[src/spm_pkg.sv]
// Sizes and shared types of the 1 KiB scratchpad. Memory words are 32 bits.
// Requests and commands are plain structs. There is no handshake.
`default_nettype none

package spm_pkg;

    localparam int DATA_W  = 32;                     // Memory word width.
    localparam int BYTES_W = DATA_W / 8;             // Byte lanes per word.
    localparam int DEPTH   = 256;                    // Words in the RAM.
    localparam int WADDR_W = $clog2(DEPTH);          // Word address width.
    localparam int BADDR_W = WADDR_W + $clog2(BYTES_W);

    // Access size of a load/store request.
    typedef enum logic [1:0] {
        SZ_BYTE = 2'd0,
        SZ_HALF = 2'd1,
        SZ_WORD = 2'd2
    } size_e;

    typedef struct packed {
        logic [BADDR_W-1:0] addr;                    // Byte address.
        size_e              size;
        logic               store;
        logic               sext;                    // Loads only.
        logic [DATA_W-1:0]  wdata;                   // Right-aligned store data.
    } lsu_req_t;

    typedef struct packed {
        logic [WADDR_W-1:0] src;                     // Source word address.
        logic [WADDR_W-1:0] dst;                     // Destination word address.
        logic [WADDR_W-1:0] count;                   // Zero copies nothing.
    } copy_cmd_t;

    // One RAM port as seen by its master.
    typedef struct packed {
        logic               en;
        logic [BYTES_W-1:0] we;                      // Byte write enables.
        logic [WADDR_W-1:0] addr;
        logic [DATA_W-1:0]  wdata;
    } mem_port_t;

endpackage

`default_nettype wire

[src/copy_engine.sv]
// Word block copy on RAM port B, ascending, one read and one write per word.
// A start while busy is ignored. Pointers wrap at the end of the RAM.
`timescale 1ns/1ps
`default_nettype none

module copy_engine (
    input  logic                       clk,
    input  logic                       rsta,
    input  logic                       start,
    input  spm_pkg::copy_cmd_t         cmd,
    output spm_pkg::mem_port_t         port_b,
    input  logic [spm_pkg::DATA_W-1:0] dob,
    output logic                       busy,
    output logic                       done
);
    import spm_pkg::*;

    typedef enum logic [1:0] {
        ST_IDLE,
        ST_RD,                                       // Read source word.
        ST_WR,                                       // Write it to the destination.
        ST_FIN
    } state_e;

    state_e             state;
    logic [WADDR_W-1:0] src;
    logic [WADDR_W-1:0] dst;
    logic [WADDR_W-1:0] remain;                      // Words left, incl. current one.

    assign busy = (state != ST_IDLE);

    always_ff @(posedge clk) begin
        if (rsta) begin
            state <= ST_IDLE;
            done  <= 1'b0;
        end else begin
            done <= 1'b0;
            case (state)
                ST_IDLE: begin
                    if (start) begin
                        state <= (cmd.count == '0) ? ST_FIN : ST_RD;
                    end
                end
                ST_RD: begin
                    state <= ST_WR;
                end
                ST_WR: begin
                    state <= (remain == WADDR_W'(1)) ? ST_FIN : ST_RD;
                end
                ST_FIN: begin
                    state <= ST_IDLE;
                    done  <= 1'b1;                   // Same edge busy falls.
                end
                default: begin
                    state <= ST_IDLE;
                end
            endcase
        end
    end

    always_ff @(posedge clk) begin
        if ((state == ST_IDLE) && start) begin
            src    <= cmd.src;
            dst    <= cmd.dst;
            remain <= cmd.count;
        end else if (state == ST_WR) begin
            src    <= src + 1'b1;
            dst    <= dst + 1'b1;
            remain <= remain - 1'b1;
        end
    end

    // Read data comes from the port B latch, which no-change mode keeps stable.
    always_comb begin
        port_b.en    = (state == ST_RD) || (state == ST_WR);
        port_b.we    = (state == ST_WR) ? '1 : '0;
        port_b.addr  = (state == ST_WR) ? dst : src;
        port_b.wdata = dob;
    end

    // The word counter must be used up when the copy reports completion.
    a_done_ends_busy: assert property (@(posedge clk) disable iff (rsta)
        done |-> !busy && (remain == '0))
        else $error("copy_engine: done while busy or words remain");

    a_idle_quiet: assert property (@(posedge clk) disable iff (rsta)
        port_b.en |-> busy && (remain != '0))
        else $error("copy_engine: port B enabled while idle or with no words left");

endmodule

`default_nettype wire

[config.mk]
export PLATFORM = sky130hd
export DESIGN_NAME = copy_engine
export DESIGN_NICKNAME = d
export VERILOG_FILES = /design/src/spm_pkg.sv /design/src/copy_engine.sv
export SDC_FILE = /design/constraint.sdc
export NUM_CORES = 1
export LEC_CHECK = 0
export BUFFER_PORTS_ARGS = -buffer_cell sky130_fd_sc_hd__buf_2
export CORE_MARGIN = 2
export CORE_UTILIZATION = 44
export DETAILED_ROUTE_END_ITERATION = 6
export PLACE_DENSITY = 0.84
export SYNTH_ARGS = -nofsm -noshare
export SYNTH_HDL_FRONTEND = slang
export SYNTH_SLANG_ARGS = --single-unit
[constraint.sdc]
create_clock -name clk -period 2.3 [get_ports clk]
set_clock_uncertainty 0.05 [all_clocks]
set_input_delay 0.23 -clock clk [delete_from_list [all_inputs] [get_ports clk]]
set_output_delay 0.23 -clock clk [all_outputs]
set_load 0.01 [all_outputs]
# Word level (Yosys, flattened, before mapping)

Cells that the tools add are included.

Add/sub/neg operators: 3
Equality and inequality tests: 5
Mux-type cells: 13
Reduce and logical (&&, ||, !) cells: 6

Operators with widths:

| cell                  | number |
|---|---|
| $mux W8               | 7 |
| $add A8 B1 Y8 const B | 2 |
| $eq A8 B1 Y1 const B  | 1 |
| $logic_not A8 Y1      | 1 |
| $pmux W2 S4           | 1 |
| $sub A8 B1 Y8 const B | 1 |
| $mux W2               | 3 |
| $eq A2 B2 Y1 const B  | 2 |
| $mux W4               | 1 |
| $reduce_bool A2 Y1    | 2 |
| $eq A2 B1 Y1 const B  | 1 |
| $logic_not A2 Y1      | 1 |
| $ne A2 B2 Y1 const B  | 1 |
| $logic_and A1 B1 Y1   | 1 |
| $logic_or A1 B1 Y1    | 1 |
| $mux W1               | 1 |

Flip-flop bits (word level): 27
Input port bits: 59
Output and inout port bits: 47
Logic and storage cells: 32

# Longest topological paths before layout

Gate-level depths: netlist of the first run.

Depth after elaboration: 4
Mapped depth: 7
Mapped depth without buffers: 6

# Worst setup path before layout of the first run

OpenSTA, ideal clock, no wires.

Path kind: flip-flop to flip-flop
Start: reg state[0]
End: reg dst[0], enable pin
Setup time: 384 ps
Arrival time: 1584 ps
Data required time: 1866 ps
Setup slack: 281 ps
Stages on the path, launching flop included: 5
Path buffers: 1
Period minus slack after synthesis: 2019 ps
Cell sequence: dfxtp_1 > inv_1 > ha_1 > buf_2 > nand2b_1

Word-level cells in the longest chain between the ends: 3
Elaborated cells between the ends (all ways): 4
Classes of those cells: 1 x eq/ne; 3 x reduce/logical

Ends and longest elaborated chain:

| what                                  | line              | RTL |
|---|---|---|
| from (decl)                           | copy_engine.sv:25 | `state_e state;` |
| from (signal assigned)                | copy_engine.sv:41 | `state <= (cmd.count == '0) ? ST_FIN : ST_RD;` |
| from (signal assigned)                | copy_engine.sv:48 | `state <= (remain == WADDR_W'(1)) ? ST_FIN : ST_RD;` |
| $logic_not A2 Y1                      | copy_engine.sv:62 | `if ((state == ST_IDLE) && start) begin` |
| $logic_and A1 B1 Y1                   | copy_engine.sv:62 |  |
| $reduce_bool A2 Y1 (no source line) * | --                |  |
| to (signal assigned)                  | copy_engine.sv:64 | `dst <= cmd.dst;` |
| to (signal assigned)                  | copy_engine.sv:68 | `dst <= dst + 1'b1;` |
| to (decl)                             | copy_engine.sv:27 | `logic [WADDR_W-1:0] dst;` |

Mark *: on every way between the ends. The rest lies on a longest branch, timed or not.
A chain may end at the register's enable or synchronous reset.

==> flow_summary.toml, run 1 <==
[detailed_routing]
totalWireLength_um = 3565
drc = 0
avgRoutedWirePerCell_um = 14.09
first_iter_violations = 32
detailroute.via_count = 1303
first_pass_iters = 4
via_per_inst = 5.150
ant_nets = 0

[critical_path]
cp-start-kind = "flop"
cp.buffers_inverters = 3
reg2reg_slack_ns = 0.61
critPathMaxStageDelay_ns = 0.35
critical_path_class = "flop to primary output"
worst_path_max_delay_cell = "dfxtp_1"
crit_chain = "inv_1, ha_1, buf_4, mux2_2, buf_2"
cp_top_family = "buffers and inverters"
worstPathRequired_ns = 2.02
cp-end-kind = "primary output"
crit_fanout = 9
crit_arrival_ns = 1.72

[synth]
yosysSeqAreaShare = 0.4143
synth.avg_cell_area_um2 = 9.763
syn_nets = 260
syn_area_um2 = 1884
synth_cell_types = 30
yosys_warnings = 0
syn_inst = 193
ys_ff_latch = 27

[floorplanning]
fp.coreArea_um2 = 4058
io_pins = 106
die-area_um2 = 4822
rows = 23
initial_core_util = 0.4644
die_height_um = 69.44
die_w_um = 69.44

[clocking]
clock_path_buffers = 2
cts-root-buf = "clkbuf_8"
clk_pin_slew_ns = 0.10
clock-sinks = 27
hold_buffers = 0
cts_tree = "done"
cts_setup_buffers = 0
cts_buffers = 3
cts_resized = 0
clock_latency_ns = 0.28
h-tree-depth = 1

[sta]
rsz0062_at_grt = "false"
slew_viol_final = 0
period_needed_ns = 1.998
period_share = 0.8686
relSlewSlack = 0.7732
max_freq_mhz = 500.5
tns_ns = 0
finalHoldViolCount = 0
setup_violations = 0
worst_pin_slew_ns = 0.3394

[layout]
antenna_cells = 0
fin_cells = 253
fin_nets = 271
final_util = 0.4820
design_area_um2 = 1956
synthToLayoutAreaGrowth_pct = 3.785
drive_gt1_frac = 0.3103

[place]
port_buffers = 41
hpwlAfterDp_um = 2763
routabilityCongestion = 0.8182
place_area_um2 = 1907
dp_cells = 249

[global_route]
antenna_found_initial = 0
grt_usage = 0.1472
grt-ovfl-total = 0
grt_pass1_wl_um = 5754
grt_pass1_vias = 1234
grt_start_max_net_pins = 17

[status]
status = "finished, final reports clean"

[power]
ir_worst_vdd_uv = 400.4
swShare = 0.3428
intPower_mw = 1.089
switchingPower_uw = 568.2
power.static_leakage_nw = 0.7795
p_per_area_nw_per_um2 = 847.6
p_comb_frac = 0.337
p_clk_frac = 0.169
p_seq_frac = 0.494

[run]
cap_violations = 0

[min_path]
hp-class = "input port to flop"
cells in the mapped netlist (all sizes together):
library cell / instances / share of area
nor2: 29 / 0.058
and3: 2 / 0.0066
ha: 8 / 0.053
xnor2: 8 / 0.037
a21oi: 21 / 0.056
a21o: 1 / 0.0040
nor4bb: 1 / 0.0053
nor4: 2 / 0.010
nor4b: 1 / 0.0046
buf: 40 / 0.15
nand3: 9 / 0.024
nand4: 1 / 0.0033
xor2: 9 / 0.042
a31oi: 2 / 0.0066
nor3: 3 / 0.013
mux2: 10 / 0.060
a211oi: 1 / 0.0040
nor2b: 1 / 0.0033
dfxtp: 3 / 0.032
edfxtp: 24 / 0.38
nand2b: 4 / 0.017
nand2: 7 / 0.014
inv: 5 / 0.010
clkbuf: 1 / 0.0020
area by class of cell:
class                   instances  area, um^2
repair buffers                 47       250.2
well taps                      50       62.56
flip-flops and latches         27       780.7
multi-input cells             120       794.5
inverters                       5       18.77
fillers                       374        2102
clock buffers                   3       41.29
clock inverters                 1       7.507
cells in the final DEF, fill, tap and decap left out, drive strengths merged:
master	count
and3	2
clkinvlp	1
nor4	2
mux2	10
nor4bb	1
a211oi	1
nor4b	1
nor2b	1
inv	5
xnor2	8
edfxtp	24
nand2b	4
nor2	29
xor2	9
dfxtp	3
nor3	3
a21oi	21
a31oi	2
nand2	7
clkbuf	3
a21o	1
nand3	9
buf	47
nand4	1
ha	8
per-stage QoR:
step | setup slack, ns | total power, mW | hold WS, ns
after floorplan | 0.2814 | 1.257 | 0.2494
after global placement | 0.6618 | 1.364 | 0.3835
after detailed placement | 0.6047 | 1.385 | 0.3831
after CTS | 0.2959 | 1.662 | 0.07943
after global routing | 0.1962 | 1.752 | 0.08648
final | 0.3021 | 1.658 | 0.07807
power by group through the flow:
stage	clock network [mW]	logic [mW]	registers, mW
after detailed placement	0	0.558	0.827
final	0.280	0.558	0.819
after floorplan	0	0.463	0.793
after global routing	0.294	0.620	0.837
after global placement	0	0.543	0.821
after CTS	0.284	0.561	0.816
cell families after synthesis:
| logic type | Yosys count | share of synthesized area |
|---|---|---|
| adders and majority gates | 8 | 0.05312 |
| buffers and inverters | 46 | 0.1640 |
| muxes | 10 | 0.05976 |
| AOI/OAI and AO/OA | 25 | 0.07039 |
| xor gates and xnor gates | 17 | 0.07902 |
| DFF | 27 | 0.4143 |
| and+or+nand+nor | 60 | 0.1594 |
registers in the layout (all words and copies together), names as in the netlist:
| signal | count |
|---|---|
| done | 1 |
| dst | 8 |
| remain | 8 |
| src | 8 |
| state | 2 |
layer usage:
| metal | up-vias | track usage | routed length, um |
|---|---|---|---|
| met2 | 37 | 0.2415 | 1739 |
| li1 | 646 | - | - |
| met3 | 12 | 0.01744 | 139 |
| met5 | - | 0 | 0 |
| met1 | 608 | 0.1869 | 1594 |
| met4 | 0 | 0.08497 | 92 |
path summary, 6_finish.rpt:
kind         depth (start not counted)          to  startpoint
max                                  5  port_b[39]    state[0]
min                                  2        done        rsta
max reg2reg                          5      dst[2]    state[0]
min reg2reg                          2    state[1]    state[0]
Power figures use the tool's default switching activity.
==> run 2: changes to the inputs <==
--- a/config.mk
+++ b/config.mk
@@ -7,9 +7,11 @@
 export LEC_CHECK = 0
 export BUFFER_PORTS_ARGS = -buffer_cell sky130_fd_sc_hd__buf_2
 export CORE_MARGIN = 2
-export CORE_UTILIZATION = 44
+export CORE_UTILIZATION = 41
+export CTS_BUF_LIST = sky130_fd_sc_hd__clkbuf_4 sky130_fd_sc_hd__clkbuf_8
 export DETAILED_ROUTE_END_ITERATION = 6
-export PLACE_DENSITY = 0.84
+export PLACE_DENSITY = 0.82
+export SLEW_MARGIN = 20
 export SYNTH_ARGS = -nofsm -noshare
 export SYNTH_HDL_FRONTEND = slang
 export SYNTH_SLANG_ARGS = --single-unit
==> constraint.sdc (replaced) <==
create_clock -name clk -period 1.8 [get_ports clk]
set_clock_uncertainty 0.05 [all_clocks]
set_input_delay 0.18 -clock clk [delete_from_list [all_inputs] [get_ports clk]]
set_output_delay 0.18 -clock clk [all_outputs]
set_load 0.01 [all_outputs]
==> run 2 against run 1 <==
  * Cell area up 2.6%
  * Non-clock buffer count increased by 1
  * Die area up 6.9%
  * Critical endpoint is now port_b[36]
  * Count of clock-buffer cells in the layout did not move
  * Worst hold slack got worse by 0.029 ns
  * Global-route usage is 1.0 points lower
  * Via count decreased by 0.23%
  * Cell count is 1.2% higher
==> flow_summary.toml, run 2 (synthesis results as in run 1) <==
[critical_path]
worstPathRequired_ns = 1.57
regToRegStartpoint = "remain[0]"
reg2regPathDepth = 6
crit_arrival_ns = 1.51
cp-start-kind = "flop"
rr_endpoint = "remain[6]"
reg2reg_slack_ns = 0.20
worst_path_max_delay_cell = "dfxtp_1"
crit_fanout = 8
critPathMaxStageDelay_ns = 0.36
crit_chain = "inv_2, ha_4, buf_12, mux2_2, buf_2"
cp-end-kind = "primary output"
critical_path_class = "flop to primary output"

[layout]
final_cell_mix = "buf_2 (41), nor2_1 (29), edfxtp_1 (24)"
biggestRegsByFlops = "dst (8), remain (8), src (8)"
mostFrequentLayoutCell = "buf_2"
drive_gt1_frac = 0.3333
fin_nets = 272
final_util = 0.4575
fin_cells = 256
synthToLayoutAreaGrowth_pct = 6.441
multiInputGateArea_um2 = 812.0
antenna_cells = 0
num-fill-cells = 413
seq_area_um2 = 780.7

[floorplanning]
rows = 24
die-area_um2 = 5154
io_pins = 106
die_height_um = 71.79
fp.coreArea_um2 = 4384
initial_core_util = 0.4298
die_w_um = 71.79

[clocking]
h-tree-depth = 1
clock_path_buffers = 2
clock_latency_ns = 0.27
cts_setup_buffers = 0
clk_pin_slew_ns = 0.09
cts_tree = "done"
clock-sinks = 27
cts-root-buf = "clkbuf_8"
cts_buffers = 3

[place]
routabilityCongestion = 0.8471
port_buffers = 41
post-place-ws_ns = 0.09396
dp_cells = 252
hpwlAfterDp_um = 2761

[sta]
setup_slack_ns = 0.05945
max_freq_mhz = 574.5
worst_pin_slew_ns = 0.3461
period_share = 0.9670
setup_violations = 0
period_needed_ns = 1.741
finalHoldViolCount = 0
tns_ns = 0
slew_viol_final = 0
relSlewSlack = 0.7674
rsz0062_at_grt = "false"

[min_path]
hp-class = "input port to flop"
hold_end = "state[1]"
hold_depth = 2
min-delay-start = "rsta"

[detailed_routing]
first_pass_iters = 4
avgRoutedWirePerCell_um = 13.73
ant_nets = 0
drc = 0
via_per_inst = 5.078
totalWireLength_um = 3514
detailroute.via_count = 1300
first_iter_violations = 47

[global_route]
grt_pass1_wl_um = 5823
antenna_found_initial = 0
grt_usage = 0.1372
grt_pass1_vias = 1321
grt-ovfl-total = 0
grt_start_max_net_pins = 21

[power]
power.static_leakage_nw = 0.7950
p_per_area_nw_per_um2 = 1064
ir_worst_vdd_uv = 332.9

[run]
cap_violations = 0

[status]
status = "finished, final reports clean"
## run 2: cell types whose count changed in the layout (fill, tap and decap cells not counted), sizes merged
cell      before  now
clkinv         0    1
buf           47   48
clkinvlp       1    0
## run 2: repair_timing
| action | CTS | global route |
|---|---|---|
| gates resized for setup | 3 | 1 |
| hold buffers | 0 | 0 |
| setup endpoints to repair | 8 | 11 |
## run 2: per-stage QoR
step	area (um^2)	power, mW	hold slack (ns)
4_1_cts	2003	2.151	0.04086
3_5_place_dp	1944	1.798	0.3101
3_3_place_gp	1944	1.765	0.3101
2_1_floorplan	1887	1.607	0.1994
6_report	2006	2.135	0.04888
5_1_grt	2006	2.285	0.05055
## run 2: final cells by class
cell class | count | area share
timing repair buffer | 48 | 0.1410
tap | 52 | 0.03244
clock inverter | 1 | 0.002495
clock buffer | 3 | 0.02059
inverter | 5 | 0.009357
sequential | 27 | 0.3893
multi-input combinational | 120 | 0.4049
## run 2: report_power, final
part	internal, mW	total, mW	switching [mW]	leakage (nW)
registers	0.894	1.04	0.147	0.252
logic	0.367	0.745	0.378	0.518
clock network	0.155	0.349	0.193	0.0255
total	1.42	2.13	0.719	0.795
## run 2: worst max-delay path by stage
| stage | from | end | slack (ns) | cells after the start |
|---|---|---|---|---|
| 3_3_place_gp | state[0] | src[6] | 0.18 | 5 |
| 5_1_grt | state[0] | port_b[36] | 0.002 | 5 |
| 3_5_place_dp | state[0] | dst[6] | 0.09 | 5 |
| 4_1_cts | state[0] | port_b[33] | 0.05 | 5 |
| 2_1_floorplan | state[0] | dst[0] | 0.05 | 4 |
| 6_report | state[0] | port_b[36] | 0.06 | 5 |
## run 2: routing by layer
layer,wire (um),share of wire,GRT usage,vias up
met3,184,0.052,0.02391,12
met1,1518,0.43,0.1692,610
met5,0,0,0,-
li1,-,-,-,651
met2,1753,0.50,0.2397,27
met4,57,0.016,0.05031,0
## run 2: critical path: cells and delay by family, from the launching register on
| kind | cells | cell delay (ns) |
|---|---|---|
| adders and majority gates | 1 | 0.17 |
| buffers and inverters | 3 | 0.37 |
| DFF | 1 | 0.36 |
| muxes | 1 | 0.33 |
