--- src/spm_pkg.sv ---
// Sizes and shared types of the 1 KiB scratchpad. Memory words are 32 bits.
// Requests and commands are plain structs. There is no handshake.
`default_nettype none

package spm_pkg;

    localparam int DATA_W  = 32;                     // Memory word width.
    localparam int BYTES_W = DATA_W / 8;             // Byte lanes per word.
    localparam int DEPTH   = 256;                    // Words in the RAM.
    localparam int WADDR_W = $clog2(DEPTH);          // Word address width.
    localparam int BADDR_W = WADDR_W + $clog2(BYTES_W);

    // Access size of a load/store request.
    typedef enum logic [1:0] {
        SZ_BYTE = 2'd0,
        SZ_HALF = 2'd1,
        SZ_WORD = 2'd2
    } size_e;

    typedef struct packed {
        logic [BADDR_W-1:0] addr;                    // Byte address.
        size_e              size;
        logic               store;
        logic               sext;                    // Loads only.
        logic [DATA_W-1:0]  wdata;                   // Right-aligned store data.
    } lsu_req_t;

    typedef struct packed {
        logic [WADDR_W-1:0] src;                     // Source word address.
        logic [WADDR_W-1:0] dst;                     // Destination word address.
        logic [WADDR_W-1:0] count;                   // Zero copies nothing.
    } copy_cmd_t;

    // One RAM port as seen by its master.
    typedef struct packed {
        logic               en;
        logic [BYTES_W-1:0] we;                      // Byte write enables.
        logic [WADDR_W-1:0] addr;
        logic [DATA_W-1:0]  wdata;
    } mem_port_t;

endpackage

`default_nettype wire

--- src/lsu.sv ---
// Load/store unit on RAM port A. Takes one request per cycle and never stalls.
// Misaligned requests make no memory access and only pulse misalign.
`timescale 1ns/1ps
`default_nettype none

module lsu (
    input  logic                       clk,
    input  logic                       rsta,
    input  logic                       req_valid,
    input  spm_pkg::lsu_req_t          req,
    output spm_pkg::mem_port_t         port_a,
    input  logic [spm_pkg::DATA_W-1:0] doa,
    output logic                       rsp_valid,
    output logic                       misalign,
    output logic [spm_pkg::DATA_W-1:0] rdata
);
    import spm_pkg::*;

    logic [$clog2(BYTES_W)-1:0] off;
    logic                       aligned;
    logic                       access;
    logic                       load;
    logic [BYTES_W-1:0]         size_mask;
    logic                       load_q;              // RAM latch holds the load word.
    logic [$clog2(BYTES_W)-1:0] off_q;
    size_e                      size_q;
    logic                       sext_q;
    logic [DATA_W-1:0]          lane_data;
    logic [DATA_W-1:0]          ext_data;

    assign off = req.addr[$clog2(BYTES_W)-1:0];

    // Alignment check and lane mask per size.
    always_comb begin
        aligned   = 1'b0;
        size_mask = '0;
        case (req.size)
            SZ_BYTE: begin
                aligned   = 1'b1;
                size_mask = BYTES_W'(1);
            end
            SZ_HALF: begin
                aligned   = (off[0] == 1'b0);
                size_mask = BYTES_W'(3);
            end
            SZ_WORD: begin
                aligned   = (off == '0);
                size_mask = '1;
            end
            default: aligned = 1'b0;                 // Unknown size is rejected.
        endcase
    end

    assign access = req_valid && aligned;
    assign load   = access && !req.store;

    always_comb begin
        port_a.en    = access;
        port_a.we    = req.store ? (size_mask << off) : '0;
        port_a.addr  = req.addr[BADDR_W-1:BADDR_W-WADDR_W];
        port_a.wdata = req.wdata << {off, 3'b000};   // Move data into its lanes.
    end

    always_ff @(posedge clk) begin
        if (rsta) begin
            load_q    <= 1'b0;
            rsp_valid <= 1'b0;
            misalign  <= 1'b0;
        end else begin
            load_q    <= load;
            rsp_valid <= load_q;
            misalign  <= req_valid && !aligned;
        end
    end

    // Load attributes follow the RAM read by one cycle.
    always_ff @(posedge clk) begin
        if (load) begin
            off_q  <= off;
            size_q <= req.size;
            sext_q <= req.sext;
        end
    end

    assign lane_data = doa >> {off_q, 3'b000};

    always_comb begin
        case (size_q)
            SZ_BYTE: ext_data = {{(DATA_W-8){sext_q & lane_data[7]}}, lane_data[7:0]};
            SZ_HALF: ext_data = {{(DATA_W-16){sext_q & lane_data[15]}}, lane_data[15:0]};
            default: ext_data = lane_data;
        endcase
    end

    always_ff @(posedge clk) begin
        if (load_q) begin
            rdata <= ext_data;
        end
    end

    // Every response must come from a read on port A.
    a_rsp_after_load: assert property (@(posedge clk) disable iff (rsta)
        rsp_valid |-> $past(port_a.en && (port_a.we == '0), 2))
        else $error("lsu: rsp_valid without a port A read two edges before");

endmodule

`default_nettype wire

--- config.mk ---
export PLATFORM = sky130hd
export DESIGN_NAME = lsu
export DESIGN_NICKNAME = d
export VERILOG_FILES = /design/src/spm_pkg.sv /design/src/lsu.sv
export SDC_FILE = /design/constraint.sdc
export NUM_CORES = 1
export LEC_CHECK = 0
export ABC_AREA = 1
export BUFFER_PORTS_ARGS = -buffer_cell sky130_fd_sc_hd__buf_2
export CAP_MARGIN = 5
export CORE_MARGIN = 1
export CORE_UTILIZATION = 48
export DETAILED_ROUTE_END_ITERATION = 10
export PLACE_DENSITY = 0.86
export SLEW_MARGIN = 20
export SYNTH_ARGS = -nofsm -noshare
export SYNTH_HDL_FRONTEND = slang
export SYNTH_SLANG_ARGS = --single-unit
--- constraint.sdc ---
create_clock -name clk -period 2.93 [get_ports clk]
set_clock_uncertainty 0.1 [all_clocks]
set_input_delay 0.1465 -clock clk [delete_from_list [all_inputs] [get_ports clk]]
set_output_delay 0.1465 -clock clk [all_outputs]
set_load 0.02 [all_outputs]
; ---- Yosys cells after proc, flatten, opt, wreduce, memory -nomap -nowiden
; Cells that the tools add are included.
[op_classes]
shift = 3
muxes = 4
reduce_logical = 8
mul = 0
div = 0
eq_ne = 3
add_sub_neg = 0
magnitude_cmp = 0
bitwise = 3
[ops]
columns = operator, n
row1 = $pmux 32 s2, 1
row2 = $shl 32x5->32, 1
row3 = $shr 32x5->32, 1
row4 = $pmux 4 s3, 1
row5 = $logic_not 2->1, 3
row6 = $eq 2x1->1 const B, 2
row7 = $mux 4, 1
row8 = $shl 4x2->4, 1
row9 = $logic_and 1x1->1, 3
row10 = $pmux 1 s3, 1
row11 = $and 1x1->1, 2
row12 = $eq 2x2->1 const B, 1
row13 = $logic_not 1->1, 2
row14 = $not 1->1, 1
[word_totals]
romBits = 0
out_inout_bits = 79
in_bits = 81
ram_bits = 0
reg_bits = 40
wordCells = 28
latch_bits = 0
memories = 0

; ---- Depth between registers and ports, before layout
; Gate-level depths: netlist (run 1).
[logic_depth]
ltp_word = 4
ltp_mapped = 9
depth_no_buf = 8

; ---- Worst setup path after synthesis (run 1)
; No wires, ideal clock.
[synth_path]
path_kind = register -> register
start = register load_q
end = register rdata[0] (netlist bit) (enable)
arrival_time_ps = 983
required_ps = 2438
path_buffers = 0
setup_slack_ps = 1456
path_stages_with_launch = 1
setup_ps = 392
synth_period_minus_slack_ps = 1474
cell_sequence = dfxtp_1
[synth_lines]
columns = element, line
row1 = "start, declared", lsu.sv:24  ; logic load_q;
row2 = "start signal, assigned", lsu.sv:70  ; load_q <= load;
row3 = "end signal, assigned", lsu.sv:97  ; rdata <= ext_data;
row4 = "end, declared", lsu.sv:15  ; output logic [spm_pkg::DATA_W-1:0] rdata
; No word-level cell between the ends.

; ---- Final worst setup path (run 1)
[layout_path]
start = register off_q[0]
end = register rdata[18] (netlist bit) (data pin)
[layout_via]
elab_chain_len = 3
[layout_rtl]
columns = element, line
row1 = "start, declared", lsu.sv:25  ; logic [$clog2(BYTES_W)-1:0] off_q;
row2 = "start signal, assigned", lsu.sv:79  ; off_q <= off;
row3 = $shr 32x5->32 *, lsu.sv:85  ; assign lane_data = doa >> {off_q, 3'b000};
row4 = "$and 1x1->1, on equally long branches", "lsu.sv:90, lsu.sv:89"
row5 = $pmux 32 s2 *, lsu.sv:88  ; case (size_q)
row6 = net ext_data[18], lsu.sv:29  ; logic [DATA_W-1:0] ext_data;
; Mark *: on every way through the listed nets, which the timed path passes. The rest lies on a longest branch.
; A chain may end at the register's enable or synchronous reset.

==> results by group, run 1 <==
Run status
  • Status: completed

Placed design
  • DP Area: 3400 um^2
  • Final HPWL DP: 5800 um
  • Routability cong.: 0.898
  • I/O Buffers: 143

Yosys
  • Sequential area share after synthesis: 41.7%
  • Post-synth ARST share: 0%
  • Area leader, netlist: edfxtp_1
  • Primary FF master, synth: edfxtp_1
  • Synth cell types: 28
  • EDFF count, synth: 37
  • Synth Register Bits: 40
  • Avg Cell Area, Syn: 7.84 um^2
  • Top post-synthesis cells by area: edfxtp_1 (40%), nand2_1 (12%), a21oi_1 (5.9%), nand3_1 (4.6%), inv_1 (4.5%)
  • Yosys top cell area share: 39.6%
  • YS warnings: 0
  • Post-synth net total: 444
  • Post-Synthesis Cells: 358
  • Netlist Area Pre-Place: 2810 um^2

Layout
  • Inserted Diodes: 0
  • Seq. cell area: 1170 um^2
  • Nets@finish: 568
  • Most frequent cells in the layout: buf_2 (143), nand2_1 (91), edfxtp_1 (37), inv_1 (34), a21oi_1 (33)
  • Final Cell Area: 3560 um^2
  • Multi-input logic area: 1260 um^2
  • Commonest non-fill, non-tap cell in the layout: buf_2
  • Fill count: 502
  • Share of cells above drive strength 1: 34.2%
  • P&R area growth vs syn: 26.8%

Routing
  • DR WL/cell: 14.1 um
  • Final WL: 7810 um
  • Vias per Instance: 5.30
  • DRT iter0 DRCs: 223
  • DRT Pass-1 Iters: 5
  • Via Count: 2939
  • Routed Antenna Nets: 0
  • # DRC: 0

Setup path
  • Required @ worst endpoint: 2.98 ns
  • Worst Reg-to-Reg Cells: 6
  • Worst reg2reg endpoint: rdata[18]
  • Internal reg-to-reg setup slack: 0.98 ns
  • Worst Path Arrival: 2.00 ns
  • Critical path class: reg2reg
  • Max FO, Critical Path: 30
  • Worst R2R Start: off_q[0]
  • Crit start category: flop
  • CP Capture Type: flop

Die
  • Die area: 6160 um^2
  • Height of the chip: 78.5 um
  • Number of core rows: 27
  • Initial Util: 50.4%
  • Die width: 78.5 um
  • Boundary Pins: 160
  • Core Area: 5570 um^2

Hold path
  • Hold path startpoint: req_valid
  • Worst Hold Path EP: misalign
  • Hold Path Class: in2reg
  • Cells on Worst Hold Path: 2

GRT
  • Initial antenna violation count: 0
  • All-layer global routing usage: 25.6%
  • Largest net degree at the start of global routing: 43
  • First-pass GRT wire length: 12100 um
  • Vias in the first global route: 2728
  • Global route total overflow: 0

STA
  • RSZ-0062 raised after global routing: false
  • Worst rel slew slack: 65.9%
  • Slew Viols, Final: 0
  • Final Hold Fails: 0
  • Tmin final: 1.95 ns
  • Final setup fails: 0
  • Achievable Freq: 0.514 GHz
  • Setup Total Neg Slack: 0 ns
  • Period utilization: 66.4%
  • Worst slew pin tran: 0.510 ns

Clocking
  • # hold bufs at CTS: 4
  • CTS H-tree lvls: 2
  • Postcts setup bufs: 0
  • Clock latency on the worst-skew pair: 0.29 ns
  • Max Buffers Root-to-Sink: 2
  • Post-cts repair resize count: 0
  • CTS tree: yes
  • Root Buffer: clkbuf_8
  • Num Clock Sinks: 40
  • CTS clk-pin slew, worst paths: 0.08 ns
  • CTS buffer count: 5

Pwr
  • Pwr/cell area: 415 nW/um^2
  • P_leak: 1.82 nW
  • Worst vdd ir: 0.264 mV
  • Post-route total power: 1.48 mW

Run
  • MaxCap Viol Count: 0
-- flip-flops by register name, indices dropped and copies added (netlist names) --
name       cells
load_q         1
misalign       1
off_q          2
rdata         32
rsp_valid      1
sext_q         1
size_q         2
-- metrics by stage --
stage	utilization (%)	setup slack, ns	hold slack (ns)	instances
after global routing	63.9	0.854	0.0220	555
after global placement	61.0	1.14	0.193	543
after floorplan	-	1.46	0.119	358
after detailed placement	61.0	1.01	0.193	543
after CTS	63.9	0.982	0.0188	555
final	63.9	0.984	0.0239	555
-- routing by layer --
metal	track usage [%]	share of wire, %	vias up	routed length (um)
li1	-	-	1437	-
met1	26.1	36	1319	2800
met2	49.5	53	164	4130
met3	5.93	8.3	19	645
met4	10.6	2.9	0	225
met5	0	0	-	0
-- synth_stat cells, types with 3 or more instances --
cell and count:
nand2_1 91, edfxtp_1 37, inv_1 34, a21oi_1 33, nor2_1 31, nand3_1 26
o21ai_0 24, a22oi_1 14, buf_4 10, buf_2 9, buf_6 9, clkbuf_1 6
mux2i_1 6, ha_1 5, o211ai_1 4, dfxtp_1 3
-- cells by family after synthesis --
family,after synthesis,synth area share (%)
compound gates,77,15.4
mux,6,2.14
buf+inv,70,13.5
flops,40,41.7
simple gates,160,25.0
fa+ha+maj,5,2.23
-- how the worst max path moves through the flow --
stage,startpoint,end,slack [ns],cells after the start
finish,off_q[0],rdata[18],0.98,6
global route,off_q[0],rdata[18],0.85,6
CTS,req[34],port_a[43],0.98,9
detailed placement,off_q[0],rdata[18],1.01,6
global placement,off_q[0],rdata[22],1.14,6
floorplan,load_q,rdata[0],1.46,0
-- area by class of cell --
cell class | instances | share of cell area, %
clock buffers | 6 | 2.32
well taps | 72 | 2.53
repair buffers | 151 | 22.1
multi-input cells | 248 | 35.3
inverters | 36 | 3.79
flip-flops and latches | 40 | 32.9
clock inverters | 2 | 1.09
-- critical path: stages (launching register included) --
cell      delay, ns
edfxtp_1       0.37
buf_4          0.23
inv_2          0.39
nand2_1        0.15
nand3_2        0.12
nand3b_4       0.24
nand3_1        0.19
-- where the power goes --
part / total, mW / switching (mW) / internal (mW)
Combinational: 0.357 / 0.226 / 0.131
Clock: 0.475 / 0.196 / 0.278
Sequential: 0.647 / 0.00577 / 0.642
Power figures use the tool's default switching activity.
==> inputs of run 2 (changes only) <==
--- a/config.mk
+++ b/config.mk
@@ -9,9 +9,9 @@
 export BUFFER_PORTS_ARGS = -buffer_cell sky130_fd_sc_hd__buf_2
 export CAP_MARGIN = 5
 export CORE_MARGIN = 1
-export CORE_UTILIZATION = 48
+export CORE_UTILIZATION = 45
 export DETAILED_ROUTE_END_ITERATION = 10
-export PLACE_DENSITY = 0.86
+export PLACE_DENSITY = 0.82
 export SLEW_MARGIN = 20
 export SYNTH_ARGS = -nofsm -noshare
 export SYNTH_HDL_FRONTEND = slang
==> constraint.sdc (replaced) <==
create_clock -name clk -period 2 [get_ports clk]
set_clock_uncertainty 0.1 [all_clocks]
set_input_delay 0.1 -clock clk [delete_from_list [all_inputs] [get_ports clk]]
set_output_delay 0.1 -clock clk [all_outputs]
set_load 0.02 [all_outputs]
==> run 2 against run 1 <==
Clock-buffer cell count unchanged. Global-route usage decreased by 1.8 points. Total power grew 36%. Die area increased by 6.5%. Sequential share of layout area shrank 0.18 points. Worst setup slack got worse by 0.81 ns.
==> results by group, run 2 (synthesis gave the netlist of run 1 again) <==
Pwr
  • Sw Share: 31.3% (+2.3 points)
  • Worst vdd ir: 0.394 mV (+49%)
  • Psw: 0.630 mW (+47%)
  • Pwr/cell area: 562 nW/um^2 (+35%)
  • Clock share of power: 26.7% (-5.4 points)
  • Sequential Power Share: 47.3% (+3.5 points)
  • Combinational share of power: 26.0% (+1.9 points)
  • Pint: 1.38 mW (+32%)
  • P_leak: 1.82 nW (+0.42%)
  • Post-route total power: 2.01 mW (+36%)

STA
  • Worst rel slew slack: 72.1% (+6.1 points)
  • Achievable Freq: 0.546 GHz
  • Final setup fails: 0 (unchanged)
  • Final Hold Fails: 0 (unchanged)
  • Tmin final: 1.83 ns
  • Setup Total Neg Slack: 0 ns (unchanged)
  • RSZ-0062 raised after global routing: false
  • Slew Viols, Final: 0 (unchanged)
  • Worst slew pin tran: 0.418 ns (-0.0917 ns)
  • Period utilization: 91.6%

Layout
  • Max FFs per register: 32 (unchanged)
  • Commonest non-fill, non-tap cell in the layout: buf_2
  • Inserted Diodes: 0 (unchanged)
  • Most frequent cells in the layout: buf_2 (143), nand2_1 (91), edfxtp_1 (37), inv_1 (34), a21oi_1 (33)
  • Share of cells above drive strength 1: 34.4% (+0.19 points)
  • Largest regs: rdata: 32 flops, off_q: 2 flops, size_q: 2 flops
  • Nets@finish: 574 (+1.1%)
  • Seq. cell area: 1170 um^2 (unchanged)
  • Multi-input logic area: 1260 um^2 (unchanged)
  • Biggest register: rdata
  • P&R area growth vs syn: 27.5%
  • Final Core Density: 60.1% (-3.8 points)
  • Fill count: 543 (+8.2%)

Die
  • Number of core rows: 28 (+3.7%)
  • Initial Util: 47.1% (-3.2 points)
  • Die width: 81.0 um (+3.2%)
  • Height of the chip: 81.0 um (+3.2%)
  • Die area: 6560 um^2 (+6.5%)
  • Core Area: 5960 um^2 (+6.8%)
  • Boundary Pins: 160 (unchanged)

GRT
  • Largest net degree at the start of global routing: 43 (unchanged)
  • Vias in the first global route: 2694 (-1.2%)
  • Gr busiest metal: met2
  • GRT met3 Usage: 4.27% (-1.7 points)
  • All-layer global routing usage: 23.8% (-1.8 points)
  • Global route total overflow: 0 (unchanged)
  • GR Util met2: 46.2% (-3.3 points)
  • First-pass GRT wire length: 11900 um (-2.1%)
  • Global routing usage on met1: 24.9% (-1.2 points)
  • Initial antenna violation count: 0 (unchanged)

Setup path
  • Required @ worst endpoint: 1.80 ns (-1.18 ns)
  • CP Capture Type: output pin
  • Slowest library cell on the worst path: dlygate4sd3_1
  • Worst R2R Start: off_q[1]
  • Max FO, Critical Path: 5 (-83%)
  • Critical path class: in2out
  • Crit start category: input port
  • Crit-path cells: dlygate4sd3_1 > buf_2 > inv_1 > ha_1 > nand2_1 > o21ai_0 > inv_1 > a21oi_1 > buf_2
  • Internal reg-to-reg setup slack: 0.37 ns (-0.61 ns)
  • CP peak stage delay: 0.53 ns (+0.14 ns)
  • Worst reg2reg endpoint: rdata[16]
  • Worst Reg-to-Reg Cells: 6 (unchanged)
  • Worst Path Arrival: 1.63 ns (-0.37 ns)

Hold path
  • Worst Hold Path EP: load_q
  • Hold Path Class: in2reg
  • Cells on Worst Hold Path: 3 (+1)
  • Hold path startpoint: req[33]

Clocking
  • Max Buffers Root-to-Sink: 2 (unchanged)
  • Root Buffer: clkbuf_8
  • CTS buffer count: 5 (unchanged)
  • CTS tree: yes
  • Num Clock Sinks: 40 (unchanged)
  • CTS clk-pin slew, worst paths: 0.08 ns (about the same)
  • CTS H-tree lvls: 2 (unchanged)
  • Clock latency on the worst-skew pair: 0.30 ns (about the same)

Routing
  • Via Count: 2946 (+0.24%)
  • # DRC: 0 (unchanged)
  • DR WL/cell: 13.6 um (-3.3%)
  • Routed Antenna Nets: 0 (unchanged)
  • DRT Pass-1 Iters: 4 (-1)
  • DRT iter0 DRCs: 189 (-15%)
  • Final WL: 7670 um (-1.7%)
  • Vias per Instance: 5.22 (-1.4%)

Run status
  • Status: completed

Placed design
  • I/O Buffers: 143 (unchanged)
  • Routability cong.: 0.917 (+2.1%)
  • Final HPWL DP: 5890 um (+1.5%)

Run
  • MaxCap Viol Count: 0 (unchanged)
-- run 2: power by group through the flow --
stage | logic [mW] | registers (mW) | clock network [mW]
2_1_floorplan | 0.332 | 0.990 | 0
3_3_place_gp | 0.500 | 0.970 | 0
3_5_place_dp | 0.511 | 0.970 | 0
4_1_cts | 0.523 | 0.951 | 0.538
5_1_grt | 0.576 | 0.954 | 0.578
6_report | 0.524 | 0.951 | 0.538
-- run 2: stage by stage --
step	area, um^2	setup WS [ns]	hold WS (ns)	cells
6_report	3580	0.169	0.0152	564
5_1_grt	3580	0.0539	0.0318	564
4_1_cts	3580	0.0261	0.0156	564
3_5_place_dp	3430	0.376	0.100	550
3_3_place_gp	3430	0.446	0.100	550
2_1_floorplan	2810	0.526	0.0724	358
-- run 2: worst max-delay path: cells and delay by family --
family | cells | cell delay [ns]
buf+inv | 5 | 1.01
fa+ha+maj | 1 | 0.28
compound gates | 2 | 0.20
simple gates | 1 | 0.05
-- run 2: timing repair --
action | in CTS | in global routing
resized for setup | 0 | 2
endpoints found under the setup margin | 0 | 15
endpoints found under the hold margin | 7 | 0
buffers inserted | 0 | 0
hold buffers | 6 | 0
-- run 2: final cells by class --
cell class                      instances  share of cell area (%)
Clock inverter                          2                   0.349
Tap cell                               75                    2.62
Inverter                               36                    3.84
Sequential cell                        40                    32.7
Clock buffer                            6                    2.03
Multi-Input combinational cell        248                    35.1
Timing Repair Buffer                  157                    23.3
-- run 2: how the worst max path moves through the flow --
stage | from | to | slack, ns
global placement | off_q[1] | rdata[19] | 0.45
detailed placement | off_q[0] | rdata[16] | 0.38
floorplan | load_q | rdata[0] | 0.53
global route | req[34] | port_a[43] | 0.05
finish | req[35] | port_a[43] | 0.17
CTS | req[36] | port_a[19] | 0.03
-- run 2: per-layer routing --
layer / part of all wire (%) / routed length (um)
met1: 37 / 2820
met2: 53 / 4060
met3: 8.1 / 619
met4: 2.3 / 174
met5: 0 / 0
